<file path="config.mk">
export PLATFORM = sky130hd
export DESIGN_NAME = glyph_display
export DESIGN_NICKNAME = d
export VERILOG_FILES = /design/src/design/glyph_pkg.sv /design/src/design/column_if.sv /design/src/design/glyph_rom.sv /design/src/design/glyph_fetch.sv /design/src/design/column_fifo.sv /design/src/design/column_serializer.sv /design/src/design/glyph_display.sv
export VERILOG_INCLUDE_DIRS = /design/src /design/src/design
export SDC_FILE = /design/constraint.sdc
export NUM_CORES = 1
export LEC_CHECK = 0
export ABC_AREA = 1
export BUFFER_PORTS_ARGS = -buffer_cell sky130_fd_sc_hd__buf_2
export CELL_PAD_IN_SITES_DETAIL_PLACEMENT = 0
export CELL_PAD_IN_SITES_GLOBAL_PLACEMENT = 1
export CORE_UTILIZATION = 41
export DETAILED_ROUTE_END_ITERATION = 12
export PLACE_DENSITY_LB_ADDON = 0.1
export SETUP_SLACK_MARGIN = 0.2
export SYNTH_ARGS = -nofsm -noshare
export SYNTH_HDL_FRONTEND = slang
export SYNTH_MEMORY_MAX_BITS = 65536
export SYNTH_SLANG_ARGS = --single-unit
</file>
<file path="constraint.sdc">
create_clock -name clk -period 3.65 [get_ports clk]
set_input_delay 0.73 -clock clk [delete_from_list [all_inputs] [get_ports clk]]
set_output_delay 0.73 -clock clk [all_outputs]
set_load 0.02 [all_outputs]
</file>
<file path="src/design/glyph_defines.svh">
`ifndef GLYPH_DEFINES_SVH
`define GLYPH_DEFINES_SVH

// Column FIFO entries, power of two
`define COL_FIFO_DEPTH 16

// Codes from here up are 8-wide digits
`define GLYPH_NARROW_FIRST 6

// Columns sent per glyph
`define GLYPH_WIDE_COLS 16
`define GLYPH_NARROW_COLS 8

`endif

</file>
<file path="src/design/glyph_pkg.sv">
package glyph_pkg;

    // Character code from the host
    typedef logic [3:0] glyph_code_t;

    // One 8-pixel page byte of a column
    // Bit 0 is the top pixel row of the page
    typedef logic [7:0] col_byte_t;

    // Panel column position, wraps at 128
    typedef logic [6:0] col_addr_t;

endpackage

</file>
<file path="src/design/column_if.sv">
`timescale 1ns/1ns

interface column_if import glyph_pkg::*; ();

    // Transfer strobe, one cycle per column
    logic      xfer;
    // Full on the push side, empty on the pop side
    logic      blocked;
    // Column bytes, top page and bottom page
    col_byte_t top;
    col_byte_t btm;

    // Producer end of the push link
    modport push_src (
        output xfer, top, btm,
        input  blocked
    );

    // FIFO write port
    modport push_dst (
        input  xfer, top, btm,
        output blocked
    );

    // FIFO read port, shows oldest entry
    modport pop_src (
        output top, btm, blocked,
        input  xfer
    );

    // Consumer end of the pop link
    modport pop_dst (
        input  top, btm, blocked,
        output xfer
    );

endinterface

</file>
<file path="src/design/glyph_rom.sv">
`timescale 1ns/1ns

module glyph_rom import glyph_pkg::*; (
    input  logic         clk,
    input  logic         rst_n,
    input  glyph_code_t  code,
    output logic [127:0] row_top,
    output logic [127:0] row_btm
);

    // Registered lookup, rows valid one clock after code
    // Leftmost column sits in the most significant byte
    always_ff @(posedge clk or negedge rst_n) begin
        if (!rst_n) begin
            row_top <= '0;
            row_btm <= '0;
        end else begin
            case (code)
                //////////////////////////////////////////////////
                // Wide 16x16 ideographs
                //////////////////////////////////////////////////
                4'd0: begin
                    row_top <= 128'h00_00_F8_49_4A_4C_48_F8_48_4C_4A_49_F8_00_00_00;
                    row_btm <= 128'h10_10_13_12_12_12_12_FF_12_12_12_12_13_10_10_00;
                end
                4'd1: begin
                    row_top <= 128'h40_40_42_44_58_C0_40_7F_40_C0_50_48_46_40_40_00;
                    row_btm <= 128'h80_80_40_20_18_07_00_00_00_3F_40_40_40_40_78_00;
                end
                4'd2: begin
                    row_top <= 128'h80_82_82_82_82_82_82_E2_A2_92_8A_86_82_80_80_00;
                    row_btm <= 128'h00_00_00_00_00_40_80_7F_00_00_00_00_00_00_00_00;
                end
                4'd3: begin
                    row_top <= 128'h40_40_42_CC_00_40_40_40_40_FF_40_40_40_40_40_00;
                    row_btm <= 128'h00_00_00_7F_20_10_00_00_00_FF_00_00_00_00_00_00;
                end
                4'd4: begin
                    row_top <= 128'h90_52_34_10_FF_10_34_52_80_70_8F_08_08_F8_08_00;
                    row_btm <= 128'h82_9A_56_63_22_52_8E_00_80_40_33_0C_33_40_80_00;
                end
                4'd5: begin
                    row_top <= 128'h80_80_9E_92_92_92_9E_E0_80_9E_B2_D2_92_9E_80_00;
                    row_btm <= 128'h08_08_F4_94_92_92_F1_00_01_F2_92_94_94_F8_08_00;
                end
                //////////////////////////////////////////////////
                // Narrow 8x16 digits 0 to 9
                // Right half is zero padding, never sent
                //////////////////////////////////////////////////
                4'd6: begin
                    row_top <= 128'h00_E0_10_08_08_10_E0_00_00_00_00_00_00_00_00_00;
                    row_btm <= 128'h00_0F_10_20_20_10_0F_00_00_00_00_00_00_00_00_00;
                end
                4'd7: begin
                    row_top <= 128'h00_00_10_10_F8_00_00_00_00_00_00_00_00_00_00_00;
                    row_btm <= 128'h00_00_20_20_3F_20_20_00_00_00_00_00_00_00_00_00;
                end
                4'd8: begin
                    row_top <= 128'h00_70_08_08_08_08_F0_00_00_00_00_00_00_00_00_00;
                    row_btm <= 128'h00_30_28_24_22_21_30_00_00_00_00_00_00_00_00_00;
                end
                4'd9: begin
                    row_top <= 128'h00_30_08_08_08_88_70_00_00_00_00_00_00_00_00_00;
                    row_btm <= 128'h00_18_20_21_21_22_1C_00_00_00_00_00_00_00_00_00;
                end
                4'd10: begin
                    row_top <= 128'h00_00_80_40_30_F8_00_00_00_00_00_00_00_00_00_00;
                    row_btm <= 128'h00_06_05_24_24_3F_24_24_00_00_00_00_00_00_00_00;
                end
                4'd11: begin
                    row_top <= 128'h00_F8_88_88_88_08_08_00_00_00_00_00_00_00_00_00;
                    row_btm <= 128'h00_19_20_20_20_11_0E_00_00_00_00_00_00_00_00_00;
                end
                4'd12: begin
                    row_top <= 128'h00_E0_10_88_88_90_00_00_00_00_00_00_00_00_00_00;
                    row_btm <= 128'h00_0F_11_20_20_20_1F_00_00_00_00_00_00_00_00_00;
                end
                4'd13: begin
                    row_top <= 128'h00_18_08_08_88_68_18_00_00_00_00_00_00_00_00_00;
                    row_btm <= 128'h00_00_00_3E_01_00_00_00_00_00_00_00_00_00_00_00;
                end
                4'd14: begin
                    row_top <= 128'h00_70_88_08_08_88_70_00_00_00_00_00_00_00_00_00;
                    row_btm <= 128'h00_1C_22_21_21_22_1C_00_00_00_00_00_00_00_00_00;
                end
                // Digit 9
                default: begin
                    row_top <= 128'h00_F0_08_08_08_10_E0_00_00_00_00_00_00_00_00_00;
                    row_btm <= 128'h00_01_12_22_22_11_0F_00_00_00_00_00_00_00_00_00;
                end
            endcase
        end
    end

endmodule

</file>
<file path="src/design/glyph_fetch.sv">
`timescale 1ns/1ns
`include "glyph_defines.svh"

module glyph_fetch import glyph_pkg::*; (
    input  logic        clk,
    input  logic        rst_n,
    input  glyph_code_t char_code,
    input  logic        char_strobe,
    output logic        busy,
    column_if.push_src  push
);

    // Index of the final column per width
    localparam logic [3:0] WIDE_LAST   = 4'(`GLYPH_WIDE_COLS - 1);
    localparam logic [3:0] NARROW_LAST = 4'(`GLYPH_NARROW_COLS - 1);
    localparam glyph_code_t NARROW_FIRST = glyph_code_t'(`GLYPH_NARROW_FIRST);

    typedef enum logic [1:0] {F_IDLE, F_WAIT, F_PUSH} fetch_state_t;

    fetch_state_t state;
    glyph_code_t  code_q;
    logic         wide_q;
    logic [3:0]   col_idx;
    logic [127:0] row_top;
    logic [127:0] row_btm;
    logic [6:0]   byte_base;
    logic         last_col;

    glyph_rom u_rom (
        .clk     (clk),
        .rst_n   (rst_n),
        .code    (code_q),
        .row_top (row_top),
        .row_btm (row_btm)
    );

    assign busy     = (state != F_IDLE);
    assign last_col = (col_idx == (wide_q ? WIDE_LAST : NARROW_LAST));

    // Column k is byte k from the MSB end, i.e. bit offset 8*(15-k)
    assign byte_base = {~col_idx, 3'b000};

    // Push whenever the FIFO has room
    assign push.xfer = (state == F_PUSH) && !push.blocked;
    assign push.top  = row_top[byte_base +: 8];
    assign push.btm  = row_btm[byte_base +: 8];

    //////////////////////////////////////////////////
    // Fetch FSM
    //////////////////////////////////////////////////
    always_ff @(posedge clk or negedge rst_n) begin
        if (!rst_n) begin
            state   <= F_IDLE;
            code_q  <= '0;
            wide_q  <= 1'b0;
            col_idx <= '0;
        end else begin
            case (state)
                // Strobes only count here
                F_IDLE: if (char_strobe) begin
                    code_q  <= char_code;
                    wide_q  <= (char_code < NARROW_FIRST);
                    col_idx <= '0;
                    state   <= F_WAIT;
                end
                // ROM latency
                F_WAIT: state <= F_PUSH;
                F_PUSH: if (push.xfer) begin
                    col_idx <= col_idx + 4'd1;
                    if (last_col)
                        state <= F_IDLE;
                end
                default: state <= F_IDLE;
            endcase
        end
    end

endmodule

</file>
<file path="src/design/column_fifo.sv">
`timescale 1ns/1ns
`include "glyph_defines.svh"

module column_fifo import glyph_pkg::*; (
    input  logic       clk,
    input  logic       rst_n,
    column_if.push_dst push,
    column_if.pop_src  pop
);

    localparam int DEPTH = `COL_FIFO_DEPTH;
    localparam int AW    = $clog2(DEPTH);
    localparam logic [AW:0] FULL_CNT = DEPTH[AW:0];

    // Byte pair storage
    col_byte_t     mem_top [DEPTH];
    col_byte_t     mem_btm [DEPTH];
    logic [AW-1:0] wr_ptr;
    logic [AW-1:0] rd_ptr;
    logic [AW:0]   count;
    logic          full;
    logic          empty;
    logic          do_push;
    logic          do_pop;

    assign full  = (count == FULL_CNT);
    assign empty = (count == '0);

    // Levels back to each side
    assign push.blocked = full;
    assign pop.blocked  = empty;

    // Head of queue always visible
    assign pop.top = mem_top[rd_ptr];
    assign pop.btm = mem_btm[rd_ptr];

    assign do_push = push.xfer && !full;
    assign do_pop  = pop.xfer && !empty;

    always_ff @(posedge clk) begin
        if (do_push) begin
            mem_top[wr_ptr] <= push.top;
            mem_btm[wr_ptr] <= push.btm;
        end
    end

    //////////////////////////////////////////////////
    // Pointers and occupancy
    //////////////////////////////////////////////////
    always_ff @(posedge clk or negedge rst_n) begin
        if (!rst_n) begin
            wr_ptr <= '0;
            rd_ptr <= '0;
            count  <= '0;
        end else begin
            // Pointers wrap on their own, depth is a power of two
            if (do_push)
                wr_ptr <= wr_ptr + 1'b1;
            if (do_pop)
                rd_ptr <= rd_ptr + 1'b1;
            case ({do_push, do_pop})
                2'b10:   count <= count + 1'b1;
                2'b01:   count <= count - 1'b1;
                default: count <= count;
            endcase
        end
    end

endmodule

</file>
<file path="src/design/column_serializer.sv">
`timescale 1ns/1ns

module column_serializer import glyph_pkg::*; (
    input  logic      clk,
    input  logic      rst_n,
    column_if.pop_dst pop,
    output logic      ser_clk,
    output logic      ser_data,
    output logic      ser_latch,
    output col_addr_t col_addr
);

    typedef enum logic [1:0] {S_IDLE, S_SHIFT, S_LATCH} ser_state_t;

    ser_state_t  state;
    logic [15:0] shreg;
    logic [3:0]  bit_cnt;
    // Low half then high half of each bit
    logic        phase;

    // Pop as soon as idle with data waiting
    assign pop.xfer = (state == S_IDLE) && !pop.blocked;

    // Line outputs follow the state
    assign ser_clk   = (state == S_SHIFT) && phase;
    assign ser_data  = (state == S_SHIFT) && shreg[15];
    assign ser_latch = (state == S_LATCH);

    // Word is {top, btm}, MSB goes out first
    always_ff @(posedge clk) begin
        if (pop.xfer)
            shreg <= {pop.top, pop.btm};
        else if ((state == S_SHIFT) && phase)
            shreg <= {shreg[14:0], 1'b0};
    end

    //////////////////////////////////////////////////
    // Shift FSM, 32 shift cycles then one latch
    //////////////////////////////////////////////////
    always_ff @(posedge clk or negedge rst_n) begin
        if (!rst_n) begin
            state    <= S_IDLE;
            bit_cnt  <= '0;
            phase    <= 1'b0;
            col_addr <= '0;
        end else begin
            case (state)
                S_IDLE: if (pop.xfer) begin
                    bit_cnt <= '0;
                    phase   <= 1'b0;
                    state   <= S_SHIFT;
                end
                S_SHIFT: begin
                    phase <= ~phase;
                    // Bit done after its high half
                    if (phase) begin
                        bit_cnt <= bit_cnt + 4'd1;
                        if (bit_cnt == 4'd15)
                            state <= S_LATCH;
                    end
                end
                // Address moves on after the latch, wraps at 128
                S_LATCH: begin
                    col_addr <= col_addr + 1'b1;
                    state    <= S_IDLE;
                end
                default: state <= S_IDLE;
            endcase
        end
    end

endmodule

</file>
<file path="src/design/glyph_display.sv">
`timescale 1ns/1ns

module glyph_display (
    input  logic       clk,
    input  logic       rst_n,
    input  logic [3:0] char_code,
    input  logic       char_strobe,
    output logic       busy,
    output logic       ser_clk,
    output logic       ser_data,
    output logic       ser_latch,
    output logic [6:0] col_addr
);

    // Fetcher to FIFO
    column_if push_link ();
    // FIFO to serializer
    column_if pop_link ();

    // Glyph lookup and column push
    glyph_fetch u_fetch (
        .clk         (clk),
        .rst_n       (rst_n),
        .char_code   (char_code),
        .char_strobe (char_strobe),
        .busy        (busy),
        .push        (push_link.push_src)
    );

    // Back-pressure buffer
    column_fifo u_fifo (
        .clk   (clk),
        .rst_n (rst_n),
        .push  (push_link.push_dst),
        .pop   (pop_link.pop_src)
    );

    // Two-wire panel output
    column_serializer u_ser (
        .clk       (clk),
        .rst_n     (rst_n),
        .pop       (pop_link.pop_dst),
        .ser_clk   (ser_clk),
        .ser_data  (ser_data),
        .ser_latch (ser_latch),
        .col_addr  (col_addr)
    );

endmodule

</file>
Word-level counts from Yosys, hierarchy flattened
Memories as Yosys holds them, arrays and structs flattened. A register that Yosys moved wholly into a read port is not among the register bits.
Index checks and enable logic that the tools add are counted.

operators by class
  reductions and logical operators = 23
  bitwise operators = 2
  shift operators = 2
  equality and inequality tests = 15
  muxes and demuxes = 22
  add/subtract/negate cells = 7
  order comparisons = 1

operator list
  cell                                                        count
  indexed part select 128 x 8 -> 8 bit                        2
  two-way mux 16 bit                                          2
  two-way mux 4 bit                                           5
  adder 4 x 1 -> 4 bit, second input constant                 4
  case mux 4 bit (2 select lines)                             2
  two-way mux 2 bit                                           6
  AND reduction 3 bit                                         4
  case mux 5 bit (2 select lines)                             1
  nonzero test 2 bit                                          5
  adder 7 x 1 -> 7 bit, second input constant                 1
  equality test 2 x 1 -> 1 bit, second input constant         3
  equality test 2 bit, second input constant                  3
  logical AND 1 bit                                           6
  inequality test 2 x 1 -> 1 bit, second input constant       3
  inequality test 2 bit, second input constant                3
  case mux 2 bit (3 select lines)                             1
  adder 5 x 1 -> 5 bit, second input constant                 1
  equality test 5 bit, second input constant                  1
  logical NOT 5 bit                                           1
  subtractor 5 x 1 -> 5 bit, second input constant            1
  equality test 4 bit                                         1
  equality test 4 bit, second input constant                  1
  logical NOT 2 bit                                           2
  less-than comparator 4 x 3 -> 1 bit, second input constant  1
  7 further kinds                                             12

word-level totals
  memories kept = 3
  register bits = 310
  bits of input ports = 7
  memory bits (read-only) = 3152
  output and inout bits = 11
  RAM bits = 256
  word-level logic and storage cells = 89

memory list
  memory           words  width  read ports  clocked after memory_dff  wr ports  line               source
  (no name shown)  16     197    1           1                         0         glyph_rom.sv:18    case (code)
  u_fifo.mem_btm   16     8      1           0                         1         column_fifo.sv:17  col_byte_t mem_btm [DEPTH];
  u_fifo.mem_top   16     8      1           0                         1         column_fifo.sv:16  col_byte_t mem_top [DEPTH];

Depth between registers and ports, before layout
  word-level depth = 6
  gate-level depth with buffers = 13

Modules after synthesis
From an unflattened synthesis, not the netlist that was laid out.

second synthesis, totals
  cells, all modules = 2622
  area total of the unflattened synthesis = 21799.7 sq um

by module, submodules not included
  module             sequential area each (sq um)  area each (sq um)  times used  cells an instance
  column_fifo        8012.7                        11584.9            1           1120
  glyph_rom          2552.4                        5054.8             1           528
  glyph_fetch        275.3                         3807.4             1           830
  column_serializer  830.8                         1352.5             1           144

Worst setup path after synthesis
OpenSTA, ideal clock, no wires.

  kind = reg2reg
  start point = register u_fifo.count[1]
  end point = register u_fifo.count[4]
  library setup time = 0.083 ns
  cell stages (with the launch flop) = 14
  required time = 3.567 ns
  buffers on the path = 1
  arrival time = 2.190 ns
  slack = 1.377 ns
  clock period less this slack = 2.273 ns
  cells stage by stage = dfrtp_1 -> nor2_1 -> nand4_1 -> nand2_1 -> inv_1 -> clkbuf_1 -> ha_1 -> fa_1 -> nand2_1 -> nand2_1 -> a21oi_1 -> xor2_1 -> nand2_1 -> o21ai_0

on the way
  word-level cells in the longest chain between the ends = 6
  elaborated cells on any way between the ends = 14
  classes of those cells = 2 x add/sub; 3 x eq/ne; 1 x mux; 8 x reduce/logical

ends and longest elaborated chain
  what                                                                   line                     source
  start: declaration                                                     column_fifo.sv:20        logic [AW:0] count;
  start signal: assignment                                               column_fifo.sv:62        2'b10: count <= count + 1'b1;
  start signal: assignment                                               column_fifo.sv:63        2'b01: count <= count - 1'b1;
  start signal: assignment                                               column_fifo.sv:64        default: count <= count;
  logical NOT 5 bit (*)                                                  column_fifo.sv:27        assign empty = (count == '0);
  logical NOT 1 bit (*)                                                  column_serializer.sv:22  assign pop.xfer = (state == S_IDLE) && !pop.blocked;
  logical AND 1 bit (*)                                                  column_serializer.sv:22
  net pop_link.xfer                                                      column_if.sv:6           logic xfer;
  logical AND 1 bit (*)                                                  column_fifo.sv:38        assign do_pop = pop.xfer && !empty;
  equality test 2 x 1 -> 1 bit or equality test 2 bit (tied branches)    column_fifo.sv:61        case ({do_push, do_pop})
  case mux 5 bit (2 select lines) or nonzero test 2 bit (tied branches)  -

Mark *: on every way through the listed nets, which the timed path passes. The rest lies on a longest branch.
A chain may end at the register's enable or synchronous reset.

Worst setup path in the final report
  start point = register u_fetch.col_idx[3]
  end point = memory u_fifo.mem_btm[8][6] (netlist name), data pin

on the way
  word-level cells in the longest chain between the ends = 2

ends and longest elaborated chain
  what                                  line               source
  start: declaration                    glyph_fetch.sv:23  logic [3:0] col_idx;
  start signal: assignment              glyph_fetch.sv:69  col_idx <= col_idx + 4'd1;
  NOT 4 bit                             glyph_fetch.sv:41  assign byte_base = {~col_idx, 3'b000};
  indexed part select 128 x 8 -> 8 bit  glyph_fetch.sv:46  assign push.btm = row_btm[byte_base +: 8];
  net push_link.btm[6]                  column_if.sv:11    col_byte_t btm;
  end: declaration                      column_fifo.sv:17

The timed path passes the listed nets, and every way through them passes these cells.

==> flow_summary.toml <==
[finish]
final_nets = 2015
drive_gt1_share_pct = 7.88
syn2layout_area_growth_pct = 12.5
fill_cells = 4219
stdcell_count = 2609
antenna_cells = 0

[drt]
antenna_left = 0
wl_per_cell_um = 20.3
wl_um = 52900
drcViolationCount = 0
avgViaCountPerCell = 5.03
drtIter0Drc = 898
num_vias = 13113
first_pass_iters = 5

[synthesis]
synthMuxAreaShare_pct = 0
ys_ff_latch = 412
synth_xor_area_share_pct = 0.708
ys_async_sr_fraction_pct = 34.0
ys_seq_area_share_pct = 62.9
synth_cells = 1961
synth_edf_count = 272
syn_avg_cell_area_um2 = 9.46
synth_compound_area_share_pct = 4.46
ys_warn_count = 0
syn-num-nets = 1995
synthAdderAreaFrac_pct = 1.86
synthTopCellsByArea = "edfxtp_1 (44%), dfrtp_1 (19%), nand2_1 (13%)"
synth_top_family_by_area = "simple AND/OR/NAND/NOR gates"
yosys_most_used_dff = "edfxtp_1"
yosys.area_share.simple_pct = 21.9
synth_top_area_share_pct = 44.0
ys_types = 40
synth_area_um2 = 18600
yosysTopAreaCell = "edfxtp_1"

[setup_path]
cp-startpoint = "u_fetch.col_idx[3]"
r2r_start = "u_fetch.col_idx[3]"
cp.arrival_ns = 3.14
worstSetupPathType = "reg -> reg"
setup.worst_path.end_class = "flop"
worstPathRequired_ns = 3.92
cp-start-kind = "flop"
crit_fanout = 19

[clocking]
clk_pin_slew_ns = 0.06
cts.repair.resized = 0
htreeDepth = 2
postCtsSetupBuffers = 0
hold_buffers = 0
cts_buffers = 46
root_buffer = "clkbuf_16"
cts_tree = "done"
cts.sinks = 412
worstSkewPairLatency_ns = 0.57
clk_path_buf_depth = 3

[pwr]
p_comb_share_pct = 37.0
vdd_drop_max_uv = 1130
pwr-share-clk_pct = 24.2
intPower_mw = 11.5
p_per_area_nw_per_um2 = 922
seq_power_share_pct = 38.8
leakagePower_nw = 9.61
p_sw_mw = 7.73
swShare_pct = 40.1

[die]
start_util_pct = 41.8
dieArea_um2 = 46100
rows = 77
die_w_um = 215
core_area_um2 = 44400
io_pins = 18
die_h_um = 215

[min_path]
hp-class = "in -> async"

[sta]
finalCriticalPeriod_ns = 2.87
tightest_slew_ns = 1.06
finClkSkew_ns = 0.0188
fmax_mhz = 349
finalSetupTns_ns = 0
setup_viol_count_final = 0
period_share_pct = 78.6
hold_violations = 0
setup_slack_ns = 0.782
slew_viol_final = 0
rsz0062_at_grt = "false"
slew_headroom_pct = 29.4

[global_routing]
grt_pass1_vias = 12824
met3_usage_pct = 3.26
grtUsageMet1_pct = 32.3
gr-total-overflow = 0
grt_max_degree = 132
antenna_found_initial = 0
grt_use_met2_pct = 37.8
grt_use_total_pct = 23.4
grt_pass1_wl_um = 81000
grt_busiest_layer = "met2"

[placed_design]
gp_congestion = 0.883
hpwl_um = 34600
io_buffers = 17
dp.cells = 2525
place_ws_ns = 0.831

[flow_run]
maxCapViolations = 0

[run_status]
outcome = "finished clean"
[routing by layer]
layer / wire length, um / share of wire, %
met2: 25300 / 48
met1: 23900 / 45
met5: 0 / 0
met4: 1540 / 2.9
met3: 2190 / 4.1
[power by group through the flow]
stage	logic (mW)	registers (mW)	clock network (mW)
global placement	7.12	7.54	0
floorplan	4.69	7.28	0
finish	7.13	7.46	4.66
detailed placement	7.17	7.54	0
global route	7.97	7.57	4.93
CTS	7.20	7.45	4.75
[critical path, cell delays in order (launching register included)]
cell and delay (ns):
dfrtp_1 0.73, clkinv_1 0.66, nor2_1 0.55, nand2_1 0.10, nand3_1 0.51
[final cells by class]
cell class | count | area (um^2) | share of cell area (%)
clock buffers | 65 | 1350 | 6.45
clock inverters | 19 | 178 | 0.851
inverters | 283 | 1060 | 5.10
multi-input cells | 1181 | 5420 | 25.9
flip-flops and latches | 412 | 11700 | 55.9
well taps | 592 | 741 | 3.55
repair buffers | 57 | 454 | 2.18
[registers in the layout (all words and copies together) (netlist names)]
signal	cells
u_fifo.mem_btm	128
u_fifo.mem_top	128
u_fetch.u_rom.row_btm	57
u_fetch.u_rom.row_top	45
u_ser.shreg	16
u_ser.col_addr	7
u_fifo.count	5
u_fetch.code_q	4
u_fetch.col_idx	4
u_fifo.rd_ptr	4
u_fifo.wr_ptr	4
u_ser.bit_cnt	4
u_fetch.state	2
u_ser.state	2
u_fetch.wide_q	1
u_ser.phase	1
[cell families (layout without fill, tap and decap cells)]
kind of cell | after synthesis | count (layout)
adders and majority gates | 27 | 27
DFF | 412 | 412
buffers and inverters | 368 | 424
AOI/OAI and AO/OA | 148 | 148
and+or+nand+nor | 991 | 991
xor gates and xnor gates | 15 | 15
[stage by stage]
| step | util, % | hold WS [ns] | total power [mW] | instance area (um^2) |
|---|---|---|---|---|
| global placement | 43.6 | 0.448 | 14.7 | 19400 |
| floorplan | - | 0.433 | 12.0 | 18600 |
| finish | 47.0 | 0.181 | 19.2 | 20900 |
| detailed placement | 43.6 | 0.455 | 14.7 | 19400 |
| CTS | 47.0 | 0.221 | 19.4 | 20900 |
| global route | 47.0 | 0.220 | 20.5 | 20900 |
[cell usage after synthesis, types with 5 or more instances]
cell      count
a21oi_1      42
nand3_1     228
xor2_1       10
nor3_1        6
clkbuf_1     27
nor2_1      109
dfrtp_1     140
o21ai_0      71
buf_2        31
ha_1         26
buf_1         7
inv_2         7
inv_1       273
nand2_1     626
edfxtp_1    272
o211ai_1     15
nand4_1      12
buf_4        17
xnor2_1       5
[layout by cell type, fill, tap and decap left out, types with 2 or more instances in the layout]
cell / synthesis / routed
clkinv_2: 0 / 11
clkbuf_1: 27 / 10
inv_1: 273 / 273
nor2_2: 2 / 18
edfxtp_1: 272 / 272
o22ai_1: 3 / 3
a22oi_1: 3 / 3
dfrtp_1: 140 / 138
nand2_1: 626 / 626
nor2_1: 109 / 93
a21oi_1: 42 / 42
o221ai_1: 3 / 3
o211ai_1: 15 / 15
clkbuf_16: 0 / 49
nand3_1: 228 / 228
clkinv_1: 3 / 5
nand3b_1: 2 / 2
xnor2_1: 5 / 5
inv_6: 0 / 2
or2_2: 3 / 3
o21ai_0: 71 / 71
ha_1: 26 / 26
bufinv_16: 0 / 3
nand4_1: 12 / 12
inv_2: 7 / 6
clkbuf_8: 0 / 6
a21boi_0: 3 / 3
buf_2: 31 / 16
buf_12: 0 / 5
xor2_1: 10 / 10
buf_4: 17 / 35
nor3_1: 6 / 6
[worst paths after layout]
kind,end,cells past startpoint,slack (ns)
worst max-delay path,u_fifo.mem_btm[8][6],4,0.78
worst min-delay path,u_ser.bit_cnt[2],1,0.18
worst max register to register,u_fifo.mem_btm[8][6],4,0.78
worst min register to register,u_ser.bit_cnt[3],1,0.47
max in group asynchronous,u_fetch.u_rom.row_btm[76],2,2.58
min in group clk,u_fetch.code_q[0],3,0.40
No activity file was read; power rests on OpenSTA's default activity.
